--- src/logic/csr_pkg.sv ---
// -------------------------------------------------------------------------
// Shared definitions of the machine-mode CSR block: data width, CSR
// addresses, array slots, bit positions, identity values, cause codes,
// the operation enum and the request, response, write-port and
// interrupt-status structs.
// -------------------------------------------------------------------------
`default_nettype none

package csr_pkg;

    localparam int XLEN = 64;

    // ---------------------------------------------------------------------
    // CSR addresses.
    // ---------------------------------------------------------------------
    localparam logic [11:0] ADDR_MSTATUS   = 12'h300;
    localparam logic [11:0] ADDR_MIE       = 12'h304;
    localparam logic [11:0] ADDR_MTVEC     = 12'h305;
    localparam logic [11:0] ADDR_MSCRATCH  = 12'h340;
    localparam logic [11:0] ADDR_MEPC      = 12'h341;
    localparam logic [11:0] ADDR_MCAUSE    = 12'h342;
    localparam logic [11:0] ADDR_MIP       = 12'h344;
    localparam logic [11:0] ADDR_MVENDORID = 12'hF11;
    localparam logic [11:0] ADDR_MARCHID   = 12'hF12;
    localparam logic [11:0] ADDR_MIMPID    = 12'hF13;
    localparam logic [11:0] ADDR_MHARTID   = 12'hF14;

    // Slots of the writable array. Slot 1 is reserved.
    localparam logic [2:0] SLOT_MSTATUS  = 3'd0;
    localparam logic [2:0] SLOT_MIE      = 3'd2;
    localparam logic [2:0] SLOT_MTVEC    = 3'd3;
    localparam logic [2:0] SLOT_MCAUSE   = 3'd4;
    localparam logic [2:0] SLOT_MEPC     = 3'd5;
    localparam logic [2:0] SLOT_MIP      = 3'd6;
    localparam logic [2:0] SLOT_MSCRATCH = 3'd7;

    // Slots of the read-only identity registers.
    localparam logic [1:0] RO_MHARTID   = 2'd0;
    localparam logic [1:0] RO_MVENDORID = 2'd1;
    localparam logic [1:0] RO_MARCHID   = 2'd2;
    localparam logic [1:0] RO_MIMPID    = 2'd3;

    // Bit positions in mstatus, and in mip and mie.
    localparam int MSTATUS_MIE  = 3;
    localparam int MSTATUS_MPIE = 7;
    localparam int IRQ_MSI      = 3;
    localparam int IRQ_MTI      = 7;

    // Fixed identity values.
    localparam logic [XLEN-1:0] VENDOR_ID = 64'h0000_0000_0000_0a5c;
    localparam logic [XLEN-1:0] ARCH_ID   = 64'h0000_0000_0000_0017;
    localparam logic [XLEN-1:0] IMP_ID    = 64'h0000_0000_0001_0200;

    // Interrupt cause codes, top bit marks an interrupt.
    localparam logic [XLEN-1:0] CAUSE_MSI = {1'b1, {(XLEN-4){1'b0}}, 3'd3};
    localparam logic [XLEN-1:0] CAUSE_MTI = {1'b1, {(XLEN-4){1'b0}}, 3'd7};

    typedef enum logic [1:0] {
        CSR_RW,
        CSR_RS,
        CSR_RC,
        CSR_MRET
    } csr_op_e;

    typedef struct packed {
        csr_op_e           op;
        logic [11:0]       addr;
        logic [XLEN-1:0]   wdata;   // Operand or mask.
    } csr_req_t;

    typedef struct packed {
        logic [XLEN-1:0]   rdata;
        logic              illegal;
    } csr_rsp_t;

    typedef struct packed {
        logic              en;
        logic [2:0]        slot;
        logic [XLEN-1:0]   data;
    } csr_wr_t;

    typedef struct packed {
        logic              mstatus_mie;
        logic              mtip;
        logic              msip;
        logic              mtie;
        logic              msie;
    } csr_irq_t;

endpackage

`default_nettype wire

--- src/logic/csr_file.sv ---
// -------------------------------------------------------------------------
// Machine-mode CSR array with two write ports, hardware updates of the
// pending bits in mip, MIE/MPIE stacking on trap entry and MRET, the
// read-only identity registers and the interrupt status outputs.
// -------------------------------------------------------------------------
`default_nettype none

module csr_file #(
    parameter logic [csr_pkg::XLEN-1:0] HART_ID = '0
) (
    input  wire logic                     clk,
    input  wire logic                     arst,
    input  wire csr_pkg::csr_wr_t         i_wr_1,
    input  wire csr_pkg::csr_wr_t         i_wr_2,
    input  wire logic [2:0]               i_read_slot,
    input  wire logic                     i_writable,
    input  wire logic                     i_timer_irq,
    input  wire logic                     i_soft_irq,
    input  wire logic                     i_interrupt_jump,
    input  wire logic                     i_mret,
    output logic [csr_pkg::XLEN-1:0]      o_read_data,
    output csr_pkg::csr_irq_t             o_irq,
    output logic [csr_pkg::XLEN-1:0]      o_mtvec
);

    import csr_pkg::*;

    logic [XLEN-1:0] mem [8];
    logic [XLEN-1:0] ro_data;

    // Software writes never override the lines that own the pending bits,
    // and a trap taken in the same cycle wins over a written MIE.
    function automatic logic [XLEN-1:0] merge_write(input csr_wr_t wr);
        logic [XLEN-1:0] d;
        d = wr.data;
        if (wr.slot == SLOT_MIP) begin
            d[IRQ_MTI] = i_timer_irq;
            d[IRQ_MSI] = i_soft_irq;
        end
        if (wr.slot == SLOT_MSTATUS && i_interrupt_jump) begin
            d[MSTATUS_MIE] = 1'b0;
        end
        return d;
    endfunction

    // ---------------------------------------------------------------------
    // Register updates.
    // ---------------------------------------------------------------------
    always_ff @(posedge clk or posedge arst) begin
        if (arst) begin
            for (int i = 0; i < 8; i++) begin
                mem[i] <= '0;
            end
        end else begin
            mem[SLOT_MIP][IRQ_MTI] <= i_timer_irq;     // Pending bits track lines.
            mem[SLOT_MIP][IRQ_MSI] <= i_soft_irq;

            if (i_interrupt_jump) begin
                mem[SLOT_MSTATUS][MSTATUS_MIE]  <= 1'b0;
                mem[SLOT_MSTATUS][MSTATUS_MPIE] <= mem[SLOT_MSTATUS][MSTATUS_MIE];
            end

            if (i_mret) begin
                mem[SLOT_MSTATUS][MSTATUS_MIE] <= mem[SLOT_MSTATUS][MSTATUS_MPIE];
            end

            if (i_wr_1.en) begin
                mem[i_wr_1.slot] <= merge_write(i_wr_1);   // Access unit.
            end
            if (i_wr_2.en) begin
                mem[i_wr_2.slot] <= merge_write(i_wr_2);   // Trap unit.
            end
        end
    end

    // ---------------------------------------------------------------------
    // Read side.
    // ---------------------------------------------------------------------
    always_comb begin
        case (i_read_slot[1:0])
            RO_MHARTID:   ro_data = HART_ID;
            RO_MVENDORID: ro_data = VENDOR_ID;
            RO_MARCHID:   ro_data = ARCH_ID;
            RO_MIMPID:    ro_data = IMP_ID;
            default:      ro_data = '0;
        endcase
    end

    assign o_read_data = i_writable ? mem[i_read_slot] : ro_data;
    assign o_mtvec     = mem[SLOT_MTVEC];

    assign o_irq = '{
        mstatus_mie: mem[SLOT_MSTATUS][MSTATUS_MIE],
        mtip:        mem[SLOT_MIP][IRQ_MTI],
        msip:        mem[SLOT_MIP][IRQ_MSI],
        mtie:        mem[SLOT_MIE][IRQ_MTI],
        msie:        mem[SLOT_MIE][IRQ_MSI]
    };

    // The busy interlock between the two units keeps their writes apart.
    a_no_slot_clash: assert property (
        @(posedge clk) disable iff (arst)
        !(i_wr_1.en && i_wr_2.en && i_wr_1.slot == i_wr_2.slot)
    );

endmodule

`default_nettype wire

--- src/logic/csr_access_unit.sv ---
// -------------------------------------------------------------------------
// Four-phase req/ack front end for CSRRW, CSRRS, CSRRC and MRET. Decodes
// the CSR address, performs the read-modify-write on the accept edge and
// flags unknown addresses and writes to read-only registers.
// -------------------------------------------------------------------------
`default_nettype none

module csr_access_unit (
    input  wire logic                     clk,
    input  wire logic                     arst,
    input  wire logic                     i_req,
    input  wire csr_pkg::csr_req_t        i_req_data,
    input  wire logic                     i_trap_busy,
    input  wire logic [csr_pkg::XLEN-1:0] i_read_data,
    output logic                          o_ack,
    output csr_pkg::csr_rsp_t             o_rsp,
    output logic [2:0]                    o_read_slot,
    output logic                          o_writable,
    output csr_pkg::csr_wr_t              o_wr,
    output logic                          o_mret,
    output logic                          o_busy
);

    import csr_pkg::*;

    logic            known;
    logic            wants_write;
    logic            illegal;
    logic            accept;
    logic [XLEN-1:0] new_value;

    // ---------------------------------------------------------------------
    // Address decode.
    // ---------------------------------------------------------------------
    always_comb begin
        o_read_slot = SLOT_MSTATUS;
        o_writable  = 1'b1;
        known       = 1'b1;
        case (i_req_data.addr)
            ADDR_MSTATUS:  o_read_slot = SLOT_MSTATUS;
            ADDR_MIE:      o_read_slot = SLOT_MIE;
            ADDR_MTVEC:    o_read_slot = SLOT_MTVEC;
            ADDR_MSCRATCH: o_read_slot = SLOT_MSCRATCH;
            ADDR_MEPC:     o_read_slot = SLOT_MEPC;
            ADDR_MCAUSE:   o_read_slot = SLOT_MCAUSE;
            ADDR_MIP:      o_read_slot = SLOT_MIP;
            ADDR_MHARTID: begin
                o_read_slot = {1'b0, RO_MHARTID};
                o_writable  = 1'b0;
            end
            ADDR_MVENDORID: begin
                o_read_slot = {1'b0, RO_MVENDORID};
                o_writable  = 1'b0;
            end
            ADDR_MARCHID: begin
                o_read_slot = {1'b0, RO_MARCHID};
                o_writable  = 1'b0;
            end
            ADDR_MIMPID: begin
                o_read_slot = {1'b0, RO_MIMPID};
                o_writable  = 1'b0;
            end
            default:       known = 1'b0;
        endcase
        if (i_req_data.op == CSR_MRET) begin
            o_read_slot = SLOT_MEPC;                // MRET ignores the address.
            o_writable  = 1'b1;
            known       = 1'b1;
        end
    end

    // ---------------------------------------------------------------------
    // Read-modify-write.
    // ---------------------------------------------------------------------
    always_comb begin
        case (i_req_data.op)
            CSR_RW:  new_value = i_req_data.wdata;
            CSR_RS:  new_value = i_read_data | i_req_data.wdata;
            CSR_RC:  new_value = i_read_data & ~i_req_data.wdata;
            default: new_value = i_read_data;
        endcase
    end

    assign wants_write = (i_req_data.op == CSR_RW) ||
                         ((i_req_data.op != CSR_MRET) && (i_req_data.wdata != '0));
    assign illegal     = !known || (!o_writable && wants_write);
    assign accept      = i_req && !o_ack && !i_trap_busy;

    // The write lands on the same edge that raises o_ack.
    assign o_wr.en   = accept && wants_write && !illegal;
    assign o_wr.slot = o_read_slot;
    assign o_wr.data = new_value;
    assign o_mret    = accept && (i_req_data.op == CSR_MRET);
    assign o_busy    = accept || o_ack;

    always_ff @(posedge clk or posedge arst) begin
        if (arst) begin
            o_ack <= 1'b0;
        end else if (accept) begin
            o_ack <= 1'b1;
        end else if (!i_req) begin
            o_ack <= 1'b0;                          // Requester dropped i_req.
        end
    end

    always_ff @(posedge clk) begin
        if (accept) begin
            o_rsp.rdata   <= illegal ? '0 : i_read_data;
            o_rsp.illegal <= illegal;
        end
    end

    // The requester holds i_req until it sees o_ack.
    a_req_held_until_ack: assert property (
        @(posedge clk) disable iff (arst)
        $fell(i_req) |-> o_ack
    );

endmodule

`default_nettype wire

--- src/logic/trap_unit.sv ---
// -------------------------------------------------------------------------
// Interrupt arbitration and trap entry. Picks the software interrupt
// before the timer, writes mcause and then mepc, and reports the handler
// address from mtvec for one cycle.
// -------------------------------------------------------------------------
`default_nettype none

module trap_unit (
    input  wire logic                     clk,
    input  wire logic                     arst,
    input  wire csr_pkg::csr_irq_t        i_irq,
    input  wire logic [csr_pkg::XLEN-1:0] i_mtvec,
    input  wire logic [csr_pkg::XLEN-1:0] i_pc,
    input  wire logic                     i_busy,
    output csr_pkg::csr_wr_t              o_wr,
    output logic                          o_interrupt_jump,
    output logic                          o_trap_busy,
    output logic                          o_trap_valid,
    output logic [csr_pkg::XLEN-1:0]      o_trap_pc
);

    import csr_pkg::*;

    typedef enum logic [1:0] {
        S_IDLE,
        S_MEPC,
        S_REPORT
    } trap_state_e;

    trap_state_e     state_q;
    logic            msi_take;
    logic            mti_take;
    logic            take;
    logic [XLEN-1:0] pc_q;

    assign msi_take = i_irq.msip && i_irq.msie;
    assign mti_take = i_irq.mtip && i_irq.mtie;
    assign take     = (state_q == S_IDLE) && !i_busy && i_irq.mstatus_mie &&
                      (msi_take || mti_take);

    // ---------------------------------------------------------------------
    // Sequence control.
    // ---------------------------------------------------------------------
    always_ff @(posedge clk or posedge arst) begin
        if (arst) begin
            state_q <= S_IDLE;
        end else begin
            case (state_q)
                S_IDLE:   if (take) state_q <= S_MEPC;     // T0, mcause written.
                S_MEPC:   state_q <= S_REPORT;             // T1, mepc written.
                default:  state_q <= S_IDLE;
            endcase
        end
    end

    always_ff @(posedge clk) begin
        if (take) begin
            pc_q <= i_pc;
        end
    end

    // ---------------------------------------------------------------------
    // CSR write port.
    // ---------------------------------------------------------------------
    always_comb begin
        o_wr.en   = 1'b0;
        o_wr.slot = SLOT_MCAUSE;
        o_wr.data = msi_take ? CAUSE_MSI : CAUSE_MTI;  // Software wins.
        if (take) begin
            o_wr.en = 1'b1;
        end else if (state_q == S_MEPC) begin
            o_wr.en   = 1'b1;
            o_wr.slot = SLOT_MEPC;
            o_wr.data = pc_q;
        end
    end

    assign o_interrupt_jump = take;
    assign o_trap_busy      = (state_q != S_IDLE);
    assign o_trap_valid     = (state_q == S_REPORT);
    assign o_trap_pc        = {i_mtvec[XLEN-1:2], 2'b00};  // Direct mode only.

    // One report cycle, and MIE cleared at T0 keeps a new entry from following.
    a_valid_pulse: assert property (
        @(posedge clk) disable iff (arst)
        o_trap_valid |=> !o_trap_valid && !o_interrupt_jump
    );

endmodule

`default_nettype wire

--- src/logic/csr_subsystem_top.sv ---
// -------------------------------------------------------------------------
// Top level of the machine-mode CSR block. Connects the access unit, the
// trap unit and the CSR file.
// -------------------------------------------------------------------------
`default_nettype none

module csr_subsystem_top #(
    parameter logic [csr_pkg::XLEN-1:0] HART_ID = '0
) (
    input  wire logic                     clk,
    input  wire logic                     arst,
    input  wire logic                     i_req,
    input  wire csr_pkg::csr_req_t        i_req_data,
    output logic                          o_ack,
    output csr_pkg::csr_rsp_t             o_rsp,
    input  wire logic                     i_timer_irq,
    input  wire logic                     i_soft_irq,
    input  wire logic [csr_pkg::XLEN-1:0] i_pc,
    output logic                          o_trap_valid,
    output logic [csr_pkg::XLEN-1:0]      o_trap_pc
);

    import csr_pkg::*;

    csr_wr_t         wr_access;
    csr_wr_t         wr_trap;
    csr_irq_t        irq;
    logic [2:0]      read_slot;
    logic            writable;
    logic [XLEN-1:0] read_data;
    logic [XLEN-1:0] mtvec;
    logic            mret;
    logic            interrupt_jump;
    logic            busy;
    logic            trap_busy;

    csr_access_unit access_i (
        .clk         (clk),
        .arst        (arst),
        .i_req       (i_req),
        .i_req_data  (i_req_data),
        .i_trap_busy (trap_busy),
        .i_read_data (read_data),
        .o_ack       (o_ack),
        .o_rsp       (o_rsp),
        .o_read_slot (read_slot),
        .o_writable  (writable),
        .o_wr        (wr_access),
        .o_mret      (mret),
        .o_busy      (busy)
    );

    trap_unit trap_i (
        .clk              (clk),
        .arst             (arst),
        .i_irq            (irq),
        .i_mtvec          (mtvec),
        .i_pc             (i_pc),
        .i_busy           (busy),
        .o_wr             (wr_trap),
        .o_interrupt_jump (interrupt_jump),
        .o_trap_busy      (trap_busy),
        .o_trap_valid     (o_trap_valid),
        .o_trap_pc        (o_trap_pc)
    );

    csr_file #(
        .HART_ID (HART_ID)
    ) file_i (
        .clk              (clk),
        .arst             (arst),
        .i_wr_1           (wr_access),
        .i_wr_2           (wr_trap),
        .i_read_slot      (read_slot),
        .i_writable       (writable),
        .i_timer_irq      (i_timer_irq),
        .i_soft_irq       (i_soft_irq),
        .i_interrupt_jump (interrupt_jump),
        .i_mret           (mret),
        .o_read_data      (read_data),
        .o_irq            (irq),
        .o_mtvec          (mtvec)
    );

endmodule

`default_nettype wire

--- config.mk ---
export PLATFORM = sky130hd
export DESIGN_NAME = csr_subsystem_top
export DESIGN_NICKNAME = d
export VERILOG_FILES = /design/src/logic/csr_pkg.sv /design/src/logic/csr_file.sv /design/src/logic/csr_access_unit.sv /design/src/logic/trap_unit.sv /design/src/logic/csr_subsystem_top.sv
export SDC_FILE = /design/constraint.sdc
export NUM_CORES = 1
export LEC_CHECK = 0
export ABC_AREA = 1
export BUFFER_PORTS_ARGS = -buffer_cell sky130_fd_sc_hd__buf_2
export CORE_ASPECT_RATIO = 1.4
export CORE_MARGIN = 1
export CORE_UTILIZATION = 55
export DETAILED_ROUTE_END_ITERATION = 16
export PLACE_DENSITY = 0.86
export SYNTH_ARGS = -nofsm -noshare
export SYNTH_HDL_FRONTEND = slang
export SYNTH_SLANG_ARGS = --single-unit
export TNS_END_PERCENT = 1
--- constraint.sdc ---
create_clock -name clk -period 18.21 [get_ports clk]
set_clock_uncertainty 0.15 [all_clocks]
set_input_delay 1.821 -clock clk [delete_from_list [all_inputs] [get_ports clk]]
set_output_delay 1.821 -clock clk [all_outputs]
set_load 0.02 [all_outputs]
==> impl_metrics.py <==
metrics = {
    "timing": {
        "fin_crit_sh": 0.340,
        "setup_viol": 0,
        "worst_pin_slew_ns": 1.24,
        "relSlewSlack": 0.173,
        "max_freq_ghz": 0.161,
        "fin_crit_ns": 6.19,
        "drv_slew": 0,
        "rsz0062_at_grt": "no",
        "tns_ns": 0,
        "finalHoldViolations": 0,
        "holdWs_ns": 0.226,
    },
    "drt": {
        "initialDrtViolationCount": 3102,
        "vias": 26871,
        "firstDrtPassIters": 7,
        "drt_wl_total_mm": 98.2,
        "drc": 0,
        "wl_per_cell_um": 21.2,
        "vias_per_cell": 5.81,
        "ant_nets": 0,
    },
    "clock_tree": {
        "clk_path_buf_depth": 3,
        "root_buffer": "clkbuf_16",
        "postCtsSetupRepairBufs": 0,
        "cts_resized": 0,
        "clkTransAtPathRegs_ns": 0.06,
        "cts_tree": "done",
        "clock-sinks": 644,
        "cts_buffers": 66,
        "cts_hold_buf": 0,
        "h-tree-depth": 3,
        "clk_latency_ns": 0.62,
    },
    "global_route": {
        "grt_pass1_vias": 25999,
        "grt_max_degree": 172,
        "antenna_found_initial": 9,
        "grtUsageTotal": 0.347,
        "grt_pass1_wl_mm": 149,
        "grt_overflow": 0,
    },
    "setup_path": {
        "worstPathRequired_ns": 18.52,
        "crit_type": "primary input to flip-flop",
        "startpoint_type": "primary input",
        "critical_path.max_stage_delay_ns": 0.68,
        "crit_path_max_fanout": 66,
        "cp-end-kind": "flip-flop",
        "crit_family": "buffers and inverters",
        "arrival_ns": 6.50,
        "worstPathCellList": "buf_2 -> nand2_1 -> nand2_1 -> buf_4 -> inv_1 -> nand2_1 -> nand2_2 -> nor2_4 -> nand3_2 -> buf_4 -> inv_2 -> buf_4 -> o21ai_0",
        "path_buf_inv": 6,
        "slowest_stage": "buf_4",
    },
    "placed_design": {
        "place_inst": 4499,
        "portBuffers": 275,
        "place_area_mm2": 0.0317,
        "gp_congestion": 0.930,
        "dp_hpwl_mm": 60.9,
    },
    "floorplanning": {
        "die_y_um": 282,
        "core_region_area_mm2": 0.0553,
        "io_pins": 278,
        "core.rowCount": 102,
        "die_w_um": 202,
        "die_area_mm2": 0.0569,
        "initial_core_util": 0.557,
    },
    "synthesis": {
        "netlist_area_mm2": 0.0308,
        "syn_avg_cell_area_um2": 8.09,
        "yosysSeqAreaShare": 0.544,
        "ys.flop_type": "dfrtp_1",
        "yosys_warnings": 0,
        "ys_seq_elements": 644,
        "synth_edf_count": 129,
        "postSynthCellCount": 3804,
        "async_flop_share": 0.800,
        "ys_types": 40,
    },
    "pwr": {
        "leakage_uw": 0.0164,
        "power_density_mw_per_mm2": 101,
        "ir_drop_v": 0.0000812,
    },
    "final_layout": {
        "stdcell_count": 4626,
        "finalInstanceArea_mm2": 0.0340,
        "utilization": 0.615,
        "final_layout_size_suffix_gt1_frac": 0.130,
        "n_fill_cell": 4571,
        "area_growth_pct": 10.4,
        "nNetsFinal": 3990,
    },
    "hold_path": {
        "min_path_type": "flip-flop to flip-flop",
    },
    "run_status": {
        "status": "finished clean",
    },
    "job": {
        "drv_cap": 0,
    },
}
layout by cell type, fill, tap and decap left out, drive strengths merged, types with 28 or more instances in the layout:
cell / netlist / routed
buf: 189 / 314
dfrtp: 515 / 515
edfxtp: 129 / 129
a21oi: 256 / 256
clkbuf: 159 / 93
o21ai: 461 / 461
nor3: 28 / 28
nor2: 223 / 223
nand3: 181 / 181
nand2: 1195 / 1195
o211ai: 48 / 48
inv: 353 / 354
power breakdown:
part	leakage, uW	total [uW]	switching (uW)	internal [uW]
combinational	0.00786	397	275	122
sequential	0.00739	1590	34.4	1550
clock	0.00113	1450	592	856
total	0.0164	3430	901	2530
cells in the mapped netlist, types with 48 or more instances:
cell / number / area (um^2)
nand2_1: 1189 / 4460
dfrtp_1: 515 / 12900
inv_1: 314 / 1180
a21oi_1: 255 / 1280
o21ai_1: 246 / 1230
nor2_1: 213 / 800
o21ai_0: 209 / 1050
nand3_1: 177 / 886
clkbuf_1: 159 / 597
edfxtp_1: 129 / 3870
buf_2: 88 / 440
buf_4: 79 / 593
o211ai_1: 48 / 360
layout make-up:
| cell class | count | area (um^2) | share of cell area |
|---|---|---|---|
| inverters | 355 | 1340 | 0.0395 |
| multi-input cells | 2458 | 11000 | 0.323 |
| repair buffers | 314 | 1680 | 0.0495 |
| clock inverters | 28 | 385 | 0.0113 |
| diodes | 6 | 15.0 | 0.000442 |
| flip-flops and latches | 644 | 16800 | 0.493 |
| clock buffers | 93 | 1920 | 0.0564 |
| well taps | 728 | 911 | 0.0268 |
cell families after synthesis:
| group | after synthesis | share of synthesized area |
|---|---|---|
| AO/OA/AOI/OAI | 773 | 0.131 |
| adder cells (fa/ha/maj) | 4 | 0.00163 |
| buffers and inverters | 703 | 0.101 |
| flip-flops | 644 | 0.544 |
| other | 1 | 0.000122 |
| AND/OR/NAND/NOR | 1679 | 0.221 |
path summary, 6_finish.rpt:
| check | startpoint | endpoint | slack, ns | depth (start not counted) |
|---|---|---|---|---|
| max | i_req_data[76] | flip-flop | 12.02 | 13 |
| min | flip-flop | flip-flop | 0.23 | 0 |
| max reg2reg | flip-flop | file_i.mem[243] | 14.64 | 9 |
| min reg2reg | flip-flop | flip-flop | 0.23 | 0 |
| max in group asynchronous | arst | asynchronous set/reset pin | 14.12 | 4 |
| min in group asynchronous | arst | asynchronous set/reset pin | 1.25 | 2 |
routing by layer:
| metal | routed length, um | vias up | global-route usage |
|---|---|---|---|
| li1 | - | 12180 | - |
| met1 | 33900 | 12516 | 0.409 |
| met2 | 44500 | 1710 | 0.541 |
| met3 | 10800 | 457 | 0.0761 |
| met4 | 8940 | 8 | 0.300 |
| met5 | 50 | - | 0 |
stage by stage:
step / worst slack (ns) / power [uW]
global route: 11.84 / 3550
CTS: 12.27 / 3440
global placement: 11.80 / 1990
floorplan: 1.85 / 1890
finish: 12.02 / 3430
detailed placement: 11.62 / 2000
(Power assumes the default switching activity.)
